**config.mk**
```make
export PLATFORM = sky130hd
export DESIGN_NAME = uart_top
export DESIGN_NICKNAME = d
export VERILOG_FILES = /design/src/uart_pkg.sv /design/src/uart_top.sv /design/src/uart_rx.sv /design/src/uart_tx.sv /design/src/uart_apb_regs.sv
export VERILOG_INCLUDE_DIRS = /design/src
export SDC_FILE = /design/constraint.sdc
export NUM_CORES = 1
export LEC_CHECK = 0
export BUFFER_PORTS_ARGS = -buffer_cell sky130_fd_sc_hd__buf_2
export CAP_MARGIN = 20
export CORE_UTILIZATION = 45
export DETAILED_ROUTE_END_ITERATION = 10
export HOLD_SLACK_MARGIN = 0.08
export PLACE_DENSITY = 0.7
export SLEW_MARGIN = 20
export SYNTH_ARGS = -nofsm -noshare
export SYNTH_HDL_FRONTEND = slang
export SYNTH_SLANG_ARGS = --single-unit
```
**constraint.sdc**
```tcl
create_clock -name clk -period 2.1 [get_ports clk]
set_input_delay 0.21 -clock clk [delete_from_list [all_inputs] [get_ports clk]]
set_output_delay 0.21 -clock clk [all_outputs]
set_load 0.005 [all_outputs]
```
**src/uart_cfg.svh**
```systemverilog
`ifndef UART_CFG_SVH
`define UART_CFG_SVH

// build-time sizing of the UART

`define UART_DATA_WIDTH   8 // data bits per frame

`define UART_CLKS_PER_BIT 8 // clk cycles per serial bit

`define UART_SYNC_STAGES  3 // flops on the rx line input

`endif
```
**src/uart_pkg.sv**
```systemverilog
package uart_pkg;

	// APB word offsets
	typedef enum logic [3:0] {
		REG_DATA   = 4'h0, // wr starts tx, rd returns rx byte
		REG_STATUS = 4'h4, // tx busy, rx valid, rx error
		REG_CTRL   = 4'h8  // parity enable, odd parity
	} uart_reg_e;

	typedef enum logic [2:0] {
		TX_IDLE,
		TX_START,
		TX_DATA,
		TX_PARITY,
		TX_STOP
	} uart_tx_state_e;

	typedef enum logic [2:0] {
		RX_IDLE,
		RX_START,
		RX_DATA,
		RX_PARITY,
		RX_STOP
	} uart_rx_state_e;

endpackage

```
**src/uart_top.sv**
```systemverilog
`include "uart_cfg.svh"

module uart_top (
	input  logic        clk,
	input  logic        reset,
	input  logic        i_psel,
	input  logic        i_penable,
	input  logic        i_pwrite,
	input  logic [3:0]  i_paddr,
	input  logic [31:0] i_pwdata,
	output logic [31:0] o_prdata,
	output logic        o_pready,
	output logic        o_pslverr,
	output logic        o_serial_out,
	input  logic        i_serial_in
);

	logic                        tx_start;
	logic [`UART_DATA_WIDTH-1:0] tx_data;
	logic                        tx_busy;
	logic                        parity_en;
	logic                        parity_odd;
	logic [`UART_DATA_WIDTH-1:0] rx_data;
	logic                        rx_parity_err;
	logic                        rx_done;

	uart_apb_regs u_regs (
		.clk, .reset,
		.i_psel, .i_penable, .i_pwrite, .i_paddr, .i_pwdata,
		.o_prdata, .o_pready, .o_pslverr,
		.i_tx_busy(tx_busy), .i_rx_done(rx_done), .i_rx_data(rx_data),
		.i_rx_parity_err(rx_parity_err),
		.o_tx_start(tx_start), .o_tx_data(tx_data),
		.o_parity_en(parity_en), .o_parity_odd(parity_odd)
	);

	uart_tx u_tx (
		.clk, .reset, .i_start(tx_start), .i_data(tx_data),
		.i_parity_en(parity_en), .i_parity_odd(parity_odd),
		.o_serial_out, .o_busy(tx_busy)
	);

	uart_rx u_rx (
		.clk, .reset, .i_serial_in, .i_parity_en(parity_en), .i_parity_odd(parity_odd),
		.o_data(rx_data), .o_parity_err(rx_parity_err), .o_done(rx_done)
	);

endmodule

```
**src/uart_rx.sv**
```systemverilog
`include "uart_cfg.svh"

module uart_rx (
	input  logic                        clk,
	input  logic                        reset,
	input  logic                        i_serial_in,
	input  logic                        i_parity_en,
	input  logic                        i_parity_odd,
	output logic [`UART_DATA_WIDTH-1:0] o_data,
	output logic                        o_parity_err,
	output logic                        o_done
);
	import uart_pkg::*;

	localparam int CNT_W = $clog2(`UART_CLKS_PER_BIT + 1);
	localparam int IDX_W = $clog2(`UART_DATA_WIDTH);
	localparam int HALF  = (`UART_CLKS_PER_BIT / 2 > 0) ? `UART_CLKS_PER_BIT / 2 : 1;

	uart_rx_state_e              state;
	logic [`UART_SYNC_STAGES-1:0] sync_q;
	logic                        line;
	logic                        line_q;
	logic [CNT_W-1:0]            bit_cnt;
	logic [IDX_W-1:0]            bit_idx;
	logic                        sample;
	logic [`UART_DATA_WIDTH-1:0] data_q;
	logic                        parity_acc;
	logic                        parity_en_q;
	logic                        parity_odd_q;

	assign line = sync_q[`UART_SYNC_STAGES-1];

	// mid-bit strobe, half a bit into the start bit then a full bit each time
	assign sample = (state == RX_START) ? (bit_cnt == CNT_W'(HALF - 1)) :
		(bit_cnt == CNT_W'(`UART_CLKS_PER_BIT - 1));

	always_ff @(posedge clk) begin
		if (reset) begin
			sync_q       <= '1; // line idles high
			line_q       <= 1'b1;
			state        <= RX_IDLE;
			bit_cnt      <= '0;
			bit_idx      <= '0;
			o_done       <= 1'b0;
			o_parity_err <= 1'b0;
		end else begin
			sync_q <= {sync_q[`UART_SYNC_STAGES-2:0], i_serial_in};
			line_q <= line;
			o_done <= 1'b0;
			if (state == RX_IDLE || sample) begin
				bit_cnt <= '0;
			end else begin
				bit_cnt <= bit_cnt + 1'b1;
			end
			case (state)
				RX_IDLE: if (line_q && !line) state <= RX_START; // falling edge
				RX_START: begin
					if (sample) begin
						state   <= line ? RX_IDLE : RX_DATA; // glitch goes back to idle
						bit_idx <= '0;
					end
				end
				RX_DATA: begin
					if (sample) begin
						bit_idx <= bit_idx + 1'b1;
						if (bit_idx == IDX_W'(`UART_DATA_WIDTH - 1)) begin
							state <= parity_en_q ? RX_PARITY : RX_STOP;
						end
					end
				end
				RX_PARITY: if (sample) state <= RX_STOP;
				RX_STOP: begin
					if (sample) begin
						state        <= RX_IDLE;
						o_done       <= 1'b1;
						o_parity_err <= (parity_en_q & (parity_acc ^ parity_odd_q)) | ~line;
					end
				end
				default: state <= RX_IDLE;
			endcase
		end
	end

	// shift register and running parity
	always_ff @(posedge clk) begin
		if (state == RX_IDLE) begin
			parity_acc   <= 1'b0;
			parity_en_q  <= i_parity_en;
			parity_odd_q <= i_parity_odd;
		end else if (sample && (state == RX_DATA || state == RX_PARITY)) begin
			parity_acc <= parity_acc ^ line;
			if (state == RX_DATA) begin
				data_q <= {line, data_q[`UART_DATA_WIDTH-1:1]}; // LSB arrives first
			end
		end
	end

	assign o_data = data_q; // stable from stop bit until next frame

endmodule

```
**src/uart_tx.sv**
```systemverilog
`include "uart_cfg.svh"

module uart_tx (
	input  logic                        clk,
	input  logic                        reset,
	input  logic                        i_start,
	input  logic [`UART_DATA_WIDTH-1:0] i_data,
	input  logic                        i_parity_en,
	input  logic                        i_parity_odd,
	output logic                        o_serial_out,
	output logic                        o_busy
);
	import uart_pkg::*;

	localparam int CNT_W = $clog2(`UART_CLKS_PER_BIT + 1);
	localparam int IDX_W = $clog2(`UART_DATA_WIDTH);

	uart_tx_state_e              state;
	logic [CNT_W-1:0]            bit_cnt;
	logic [IDX_W-1:0]            bit_idx;
	logic [`UART_DATA_WIDTH-1:0] shift_q;
	logic                        parity_en_q;
	logic                        parity_bit_q;
	logic                        bit_end;

	assign bit_end = (bit_cnt == CNT_W'(`UART_CLKS_PER_BIT - 1)); // last clk of a bit

	always_ff @(posedge clk) begin
		if (reset) begin
			state   <= TX_IDLE;
			bit_cnt <= '0;
			bit_idx <= '0;
		end else begin
			if (state == TX_IDLE || bit_end) begin
				bit_cnt <= '0;
			end else begin
				bit_cnt <= bit_cnt + 1'b1;
			end
			case (state)
				TX_IDLE: if (i_start) state <= TX_START;
				TX_START: begin
					if (bit_end) begin
						state   <= TX_DATA;
						bit_idx <= '0;
					end
				end
				TX_DATA: begin
					if (bit_end) begin
						bit_idx <= bit_idx + 1'b1;
						if (bit_idx == IDX_W'(`UART_DATA_WIDTH - 1)) begin
							state <= parity_en_q ? TX_PARITY : TX_STOP;
						end
					end
				end
				TX_PARITY: if (bit_end) state <= TX_STOP;
				TX_STOP:   if (bit_end) state <= TX_IDLE;
				default:   state <= TX_IDLE;
			endcase
		end
	end

	// frame payload, captured at start and shifted LSB first
	always_ff @(posedge clk) begin
		if (state == TX_IDLE && i_start) begin
			shift_q      <= i_data;
			parity_en_q  <= i_parity_en;
			parity_bit_q <= (^i_data) ^ i_parity_odd; // even sense unless odd set
		end else if (state == TX_DATA && bit_end) begin
			shift_q <= shift_q >> 1;
		end
	end

	always_comb begin
		case (state)
			TX_START:  o_serial_out = 1'b0;
			TX_DATA:   o_serial_out = shift_q[0];
			TX_PARITY: o_serial_out = parity_bit_q;
			default:   o_serial_out = 1'b1; // idle and stop are mark
		endcase
	end

	assign o_busy = (state != TX_IDLE);

endmodule

```
**src/uart_apb_regs.sv**
```systemverilog
`include "uart_cfg.svh"

module uart_apb_regs (
	input  logic                        clk,
	input  logic                        reset,
	input  logic                        i_psel,
	input  logic                        i_penable,
	input  logic                        i_pwrite,
	input  logic [3:0]                  i_paddr,
	input  logic [31:0]                 i_pwdata,
	output logic [31:0]                 o_prdata,
	output logic                        o_pready,
	output logic                        o_pslverr,
	input  logic                        i_tx_busy,
	input  logic                        i_rx_done,
	input  logic [`UART_DATA_WIDTH-1:0] i_rx_data,
	input  logic                        i_rx_parity_err,
	output logic                        o_tx_start,
	output logic [`UART_DATA_WIDTH-1:0] o_tx_data,
	output logic                        o_parity_en,
	output logic                        o_parity_odd
);
	import uart_pkg::*;

	uart_reg_e                   reg_sel;
	logic                        access;
	logic                        bad_access;
	logic                        wr_ok;
	logic                        data_rd;
	logic [31:0]                 rd_data;
	logic                        parity_en_q;
	logic                        parity_odd_q;
	logic                        rx_valid_q;
	logic                        rx_err_q;
	logic [`UART_DATA_WIDTH-1:0] rx_data_q;

	assign reg_sel = uart_reg_e'(i_paddr);
	assign access  = i_psel & i_penable; // APB access phase

	// read mux and error decode per offset
	always_comb begin
		rd_data    = 32'h0;
		bad_access = 1'b0;
		case (reg_sel)
			REG_DATA: begin
				rd_data    = 32'(rx_data_q);
				bad_access = i_pwrite & i_tx_busy; // no write while a frame is on the line
			end
			REG_STATUS: begin
				rd_data    = {29'h0, rx_err_q, rx_valid_q, i_tx_busy};
				bad_access = i_pwrite; // read only
			end
			REG_CTRL: begin
				rd_data = {30'h0, parity_odd_q, parity_en_q};
			end
			default: begin
				bad_access = 1'b1; // unmapped offset
			end
		endcase
	end

	assign wr_ok   = access & i_pwrite & ~bad_access;
	assign data_rd = access & ~i_pwrite & (reg_sel == REG_DATA);

	assign o_prdata  = rd_data;
	assign o_pready  = 1'b1; // zero wait states
	assign o_pslverr = access & bad_access;

	assign o_tx_start   = wr_ok & (reg_sel == REG_DATA);
	assign o_tx_data    = i_pwdata[`UART_DATA_WIDTH-1:0]; // engine latches on start
	assign o_parity_en  = parity_en_q;
	assign o_parity_odd = parity_odd_q;

	always_ff @(posedge clk) begin
		if (reset) begin
			parity_en_q  <= 1'b0;
			parity_odd_q <= 1'b0;
		end else if (wr_ok && reg_sel == REG_CTRL) begin
			parity_en_q  <= i_pwdata[0];
			parity_odd_q <= i_pwdata[1];
		end
	end

	// receive holding state, a new byte overwrites an unread one
	always_ff @(posedge clk) begin
		if (reset) begin
			rx_valid_q <= 1'b0;
			rx_err_q   <= 1'b0;
		end else if (i_rx_done) begin
			rx_valid_q <= 1'b1; // done beats a same-cycle read clear
			rx_err_q   <= i_rx_parity_err;
		end else if (data_rd) begin
			rx_valid_q <= 1'b0;
			rx_err_q   <= 1'b0;
		end
	end

	always_ff @(posedge clk) begin
		if (i_rx_done) begin
			rx_data_q <= i_rx_data;
		end
	end

endmodule

```
==> out/qor.csv <==
stage;metric;value;unit
sta;tns;0;ns
grt;track_usage;16.48;%
synth;synthFlopType;dfxtp_1;
synth;ys_seq_area_share;51.16;%
synth;synth_seq_cells;59;
finish;stdcell_area;0.003133;mm²
cts;tritoncts;done;
flow_run;maxCapViolCount;0;
min_path;worstHoldPathType;input port to register;
synth;async_flop_share;0;%
grt;grt_start_max_net_pins;28;
synth;synth.most_common_cell;dfxtp_1;
grt;antenna_found_initial;0;
floorplan;die_w;81.67;µm
drt;drt_iter0_drc;134;
floorplan;initial_core_util;47.40;%
synth;synth_area;0.002856;mm²
grt;grt_pass1_vias;1704;
place;place_congestion;0.8025;
synth;netlist.area_leader.share;29.43;%
floorplan;dieArea;0.006670;mm²
cts;clkTransAtPathRegs;0.06;ns
drt;vias;1883;
synth;synth_common_cells;31 x dfxtp_1, 28 x edfxtp_1, 28 x nor2_1, 25 x buf_4, 14 x a21oi_1;
sta;fmaxAchievable;510.7;MHz
cts;cts_setup_buffers;0;
grt;grt-ovfl-total;0;
setup_path;worst-path-max-fanout;12;
status;status;complete, no violations;
pwr;peakVddDrop;0.3988;mV
place;hpwl;3.255;mm
cts;clock_latency;0.34;ns
setup_path;worstPathArrival;1.75;ns
grt;grt_pass1_wl;7.900;mm
drt;totalWireLength;4.700;mm
sta;fin_skew;0.01269;ns
setup_path;crit_type;register to output port;
pwr;cellPowerDensity;747.5;mW/mm²
sta;maxSlewViolCount;0;
sta;rsz0062_at_grt;no;
sta;setup_viol;0;
cts;cts_sinks;59;
setup_path;required;1.89;ns
cts;root_buffer;clkbuf_8;
drt;drcViolationCount;0;
synth;synth_edf_count;28;
drt;wire_per_inst;12.57;µm
cts;cts_inserted_buffers;9;
synth;ys_warn_count;0;
drt;vias_per_cell;5.035;
sta;fin_crit;1.958;ns
floorplan;core;0.006026;mm²
finish;antenna-diode-count;0;
place;dpl_cell_area;0.002935;mm²
synth;ys_types;50;
finish;fin_nets;342;
synth;synth.area.top_cells;edfxtp_1 29%, dfxtp_1 22%, buf_4 6.6%;
pwr;totalPowerFinal;2342;µW
cts;cts.htree.levels;3;
cts;cts_buffer_depth;2;
drt;ant_nets;0;
pwr;leakage;0.001231;µW
floorplan;ios;77;
floorplan;row_count;28;
setup_path;rrSetupSlack;0.39;ns
setup_path;cp-end-kind;output port;
place;io_buffers;27;
sta;finalHoldViolCount;0;
synth;syn_area_per_cell;10.78;µm²
drt;drt_first_pass_iters;4;
floorplan;die_h;81.67;µm
finish;syn_to_final_growth;9.680;%
synth;syn-instance-count;265;
setup_path;start_kind;register;
finish;drive_gt1_share;21.40;%
synth;synth_top_area_cell;edfxtp_1;
sta;period_share;93.25;%
## kinds of logic (layout without fill, tap and decap cells)
| group | count (synthesis) | count (layout) | synth area share (%) |
|---|---|---|---|
| xor+xnor | 13 | 13 | 3.986 |
| other cells | 2 | 25 | 0.2629 |
| fa+ha+maj | 6 | 6 | 2.628 |
| flops | 59 | 59 | 51.16 |
| simple gates | 89 | 89 | 16.60 |
| mux | 15 | 15 | 6.527 |
| compound gates | 40 | 40 | 9.373 |
| buf+inv | 41 | 52 | 9.461 |
## report_power, final
part / leakage, µW / total [µW] / internal [µW] / switching (µW)
registers: 0.000506 / 1220 / 1210 / 10.7
logic: 0.000631 / 125 / 56.2 / 68.9
clock network: 0.0000951 / 997 / 576 / 421
## state kept, by name, summed over array words and instances (netlist names), 3 cells and up
register,flops
u_rx.bit_cnt,4
u_rx.bit_idx,3
u_regs.rx_data_q,8
u_rx.state,3
u_rx.o_data,8
u_tx.bit_cnt,4
u_tx.state,3
u_tx.shift_q,8
u_rx.sync_q,3
u_tx.bit_idx,3
## critical path, stage by stage (launching register included)
cell and delay [ns]:
dfxtp_1 0.59, inv_1 0.17, o21a_1 0.21, a311o_1 0.31
buf_2 0.13
## cell usage in the layout, fill, tap and decap left out, drive strengths merged, types with 2 or more instances in the layout
| master | netlist | routed |
|---|---|---|
| and3 | 4 | 4 |
| nand3b | 4 | 4 |
| nand2b | 4 | 4 |
| or2 | 5 | 5 |
| clkinv | 0 | 2 |
| o31ai | 2 | 2 |
| a21oi | 14 | 14 |
| nor2 | 29 | 29 |
| edfxtp | 28 | 28 |
| conb | 2 | 25 |
| a21o | 2 | 2 |
| nand3 | 8 | 8 |
| buf | 31 | 28 |
| inv | 7 | 7 |
| nand2 | 13 | 13 |
| nor2b | 2 | 2 |
| and2 | 7 | 7 |
| dfxtp | 31 | 31 |
| nor4 | 2 | 2 |
| o21ai | 5 | 5 |
| o22ai | 2 | 2 |
| mux2 | 8 | 8 |
| clkbuf | 3 | 13 |
| a22oi | 4 | 4 |
| ha | 6 | 6 |
| xnor2 | 8 | 8 |
| nor3 | 8 | 8 |
| a211oi | 2 | 2 |
| xor2 | 5 | 5 |
| nand4 | 2 | 2 |
| mux2i | 7 | 7 |
## layer usage
layer | wire length (µm) | global-route usage [%] | vias to the layer above
met5 | 0 | 0 | -
met4 | 69 | 10.00 | 0
met3 | 246 | 6.111 | 6
met2 | 2146 | 24.33 | 51
met1 | 2237 | 20.42 | 878
li1 | - | - | 948
## metrics by stage
step           hold slack [ns]  util (%)  instances  setup WS [ns]
2_1_floorplan           0.3138         -        288         0.4723
3_3_place_gp            0.3916     48.71        357         0.3906
3_5_place_dp            0.3950     48.71        357         0.3733
4_1_cts                 0.1661     51.99        374         0.1460
5_1_grt                 0.1790     51.99        374        0.03512
6_report                0.1746     51.99        374         0.1417
## path summary, 6_finish.rpt
kind         depth (start not counted)                       start                          endpoint
max                                  4  u_tx.state[1]$_SDFFE_PP0P_                      o_serial_out
min                                  3                 i_pwdata[1]  u_regs.o_parity_odd$_SDFFE_PP0P_
max reg2reg                          3  u_tx.state[1]$_SDFFE_PP0P_         u_tx.shift_q[6]$_DFFE_PP_
min reg2reg                          1   u_rx.sync_q[1]$_SDFF_PP1_         u_rx.sync_q[2]$_SDFF_PP1_
## repair_timing
action	in CTS	in global routing
resized for setup	0	0
hold buffers	1	0
hold endpoints to repair	1	0
## final cells by class
| type | count | area (µm²) |
|---|---|---|
| Clock inverter | 3 | 38.79 |
| Fill cell | 556 | 2893 |
| Inverter | 7 | 26.28 |
| Clock buffer | 13 | 148.9 |
| Timing Repair Buffer | 29 | 152.6 |
| Sequential cell | 59 | 1461 |
| Multi-Input combinational cell | 188 | 1211 |
| Tap cell | 75 | 93.84 |
No activity file was read; power rests on OpenSTA's default activity.
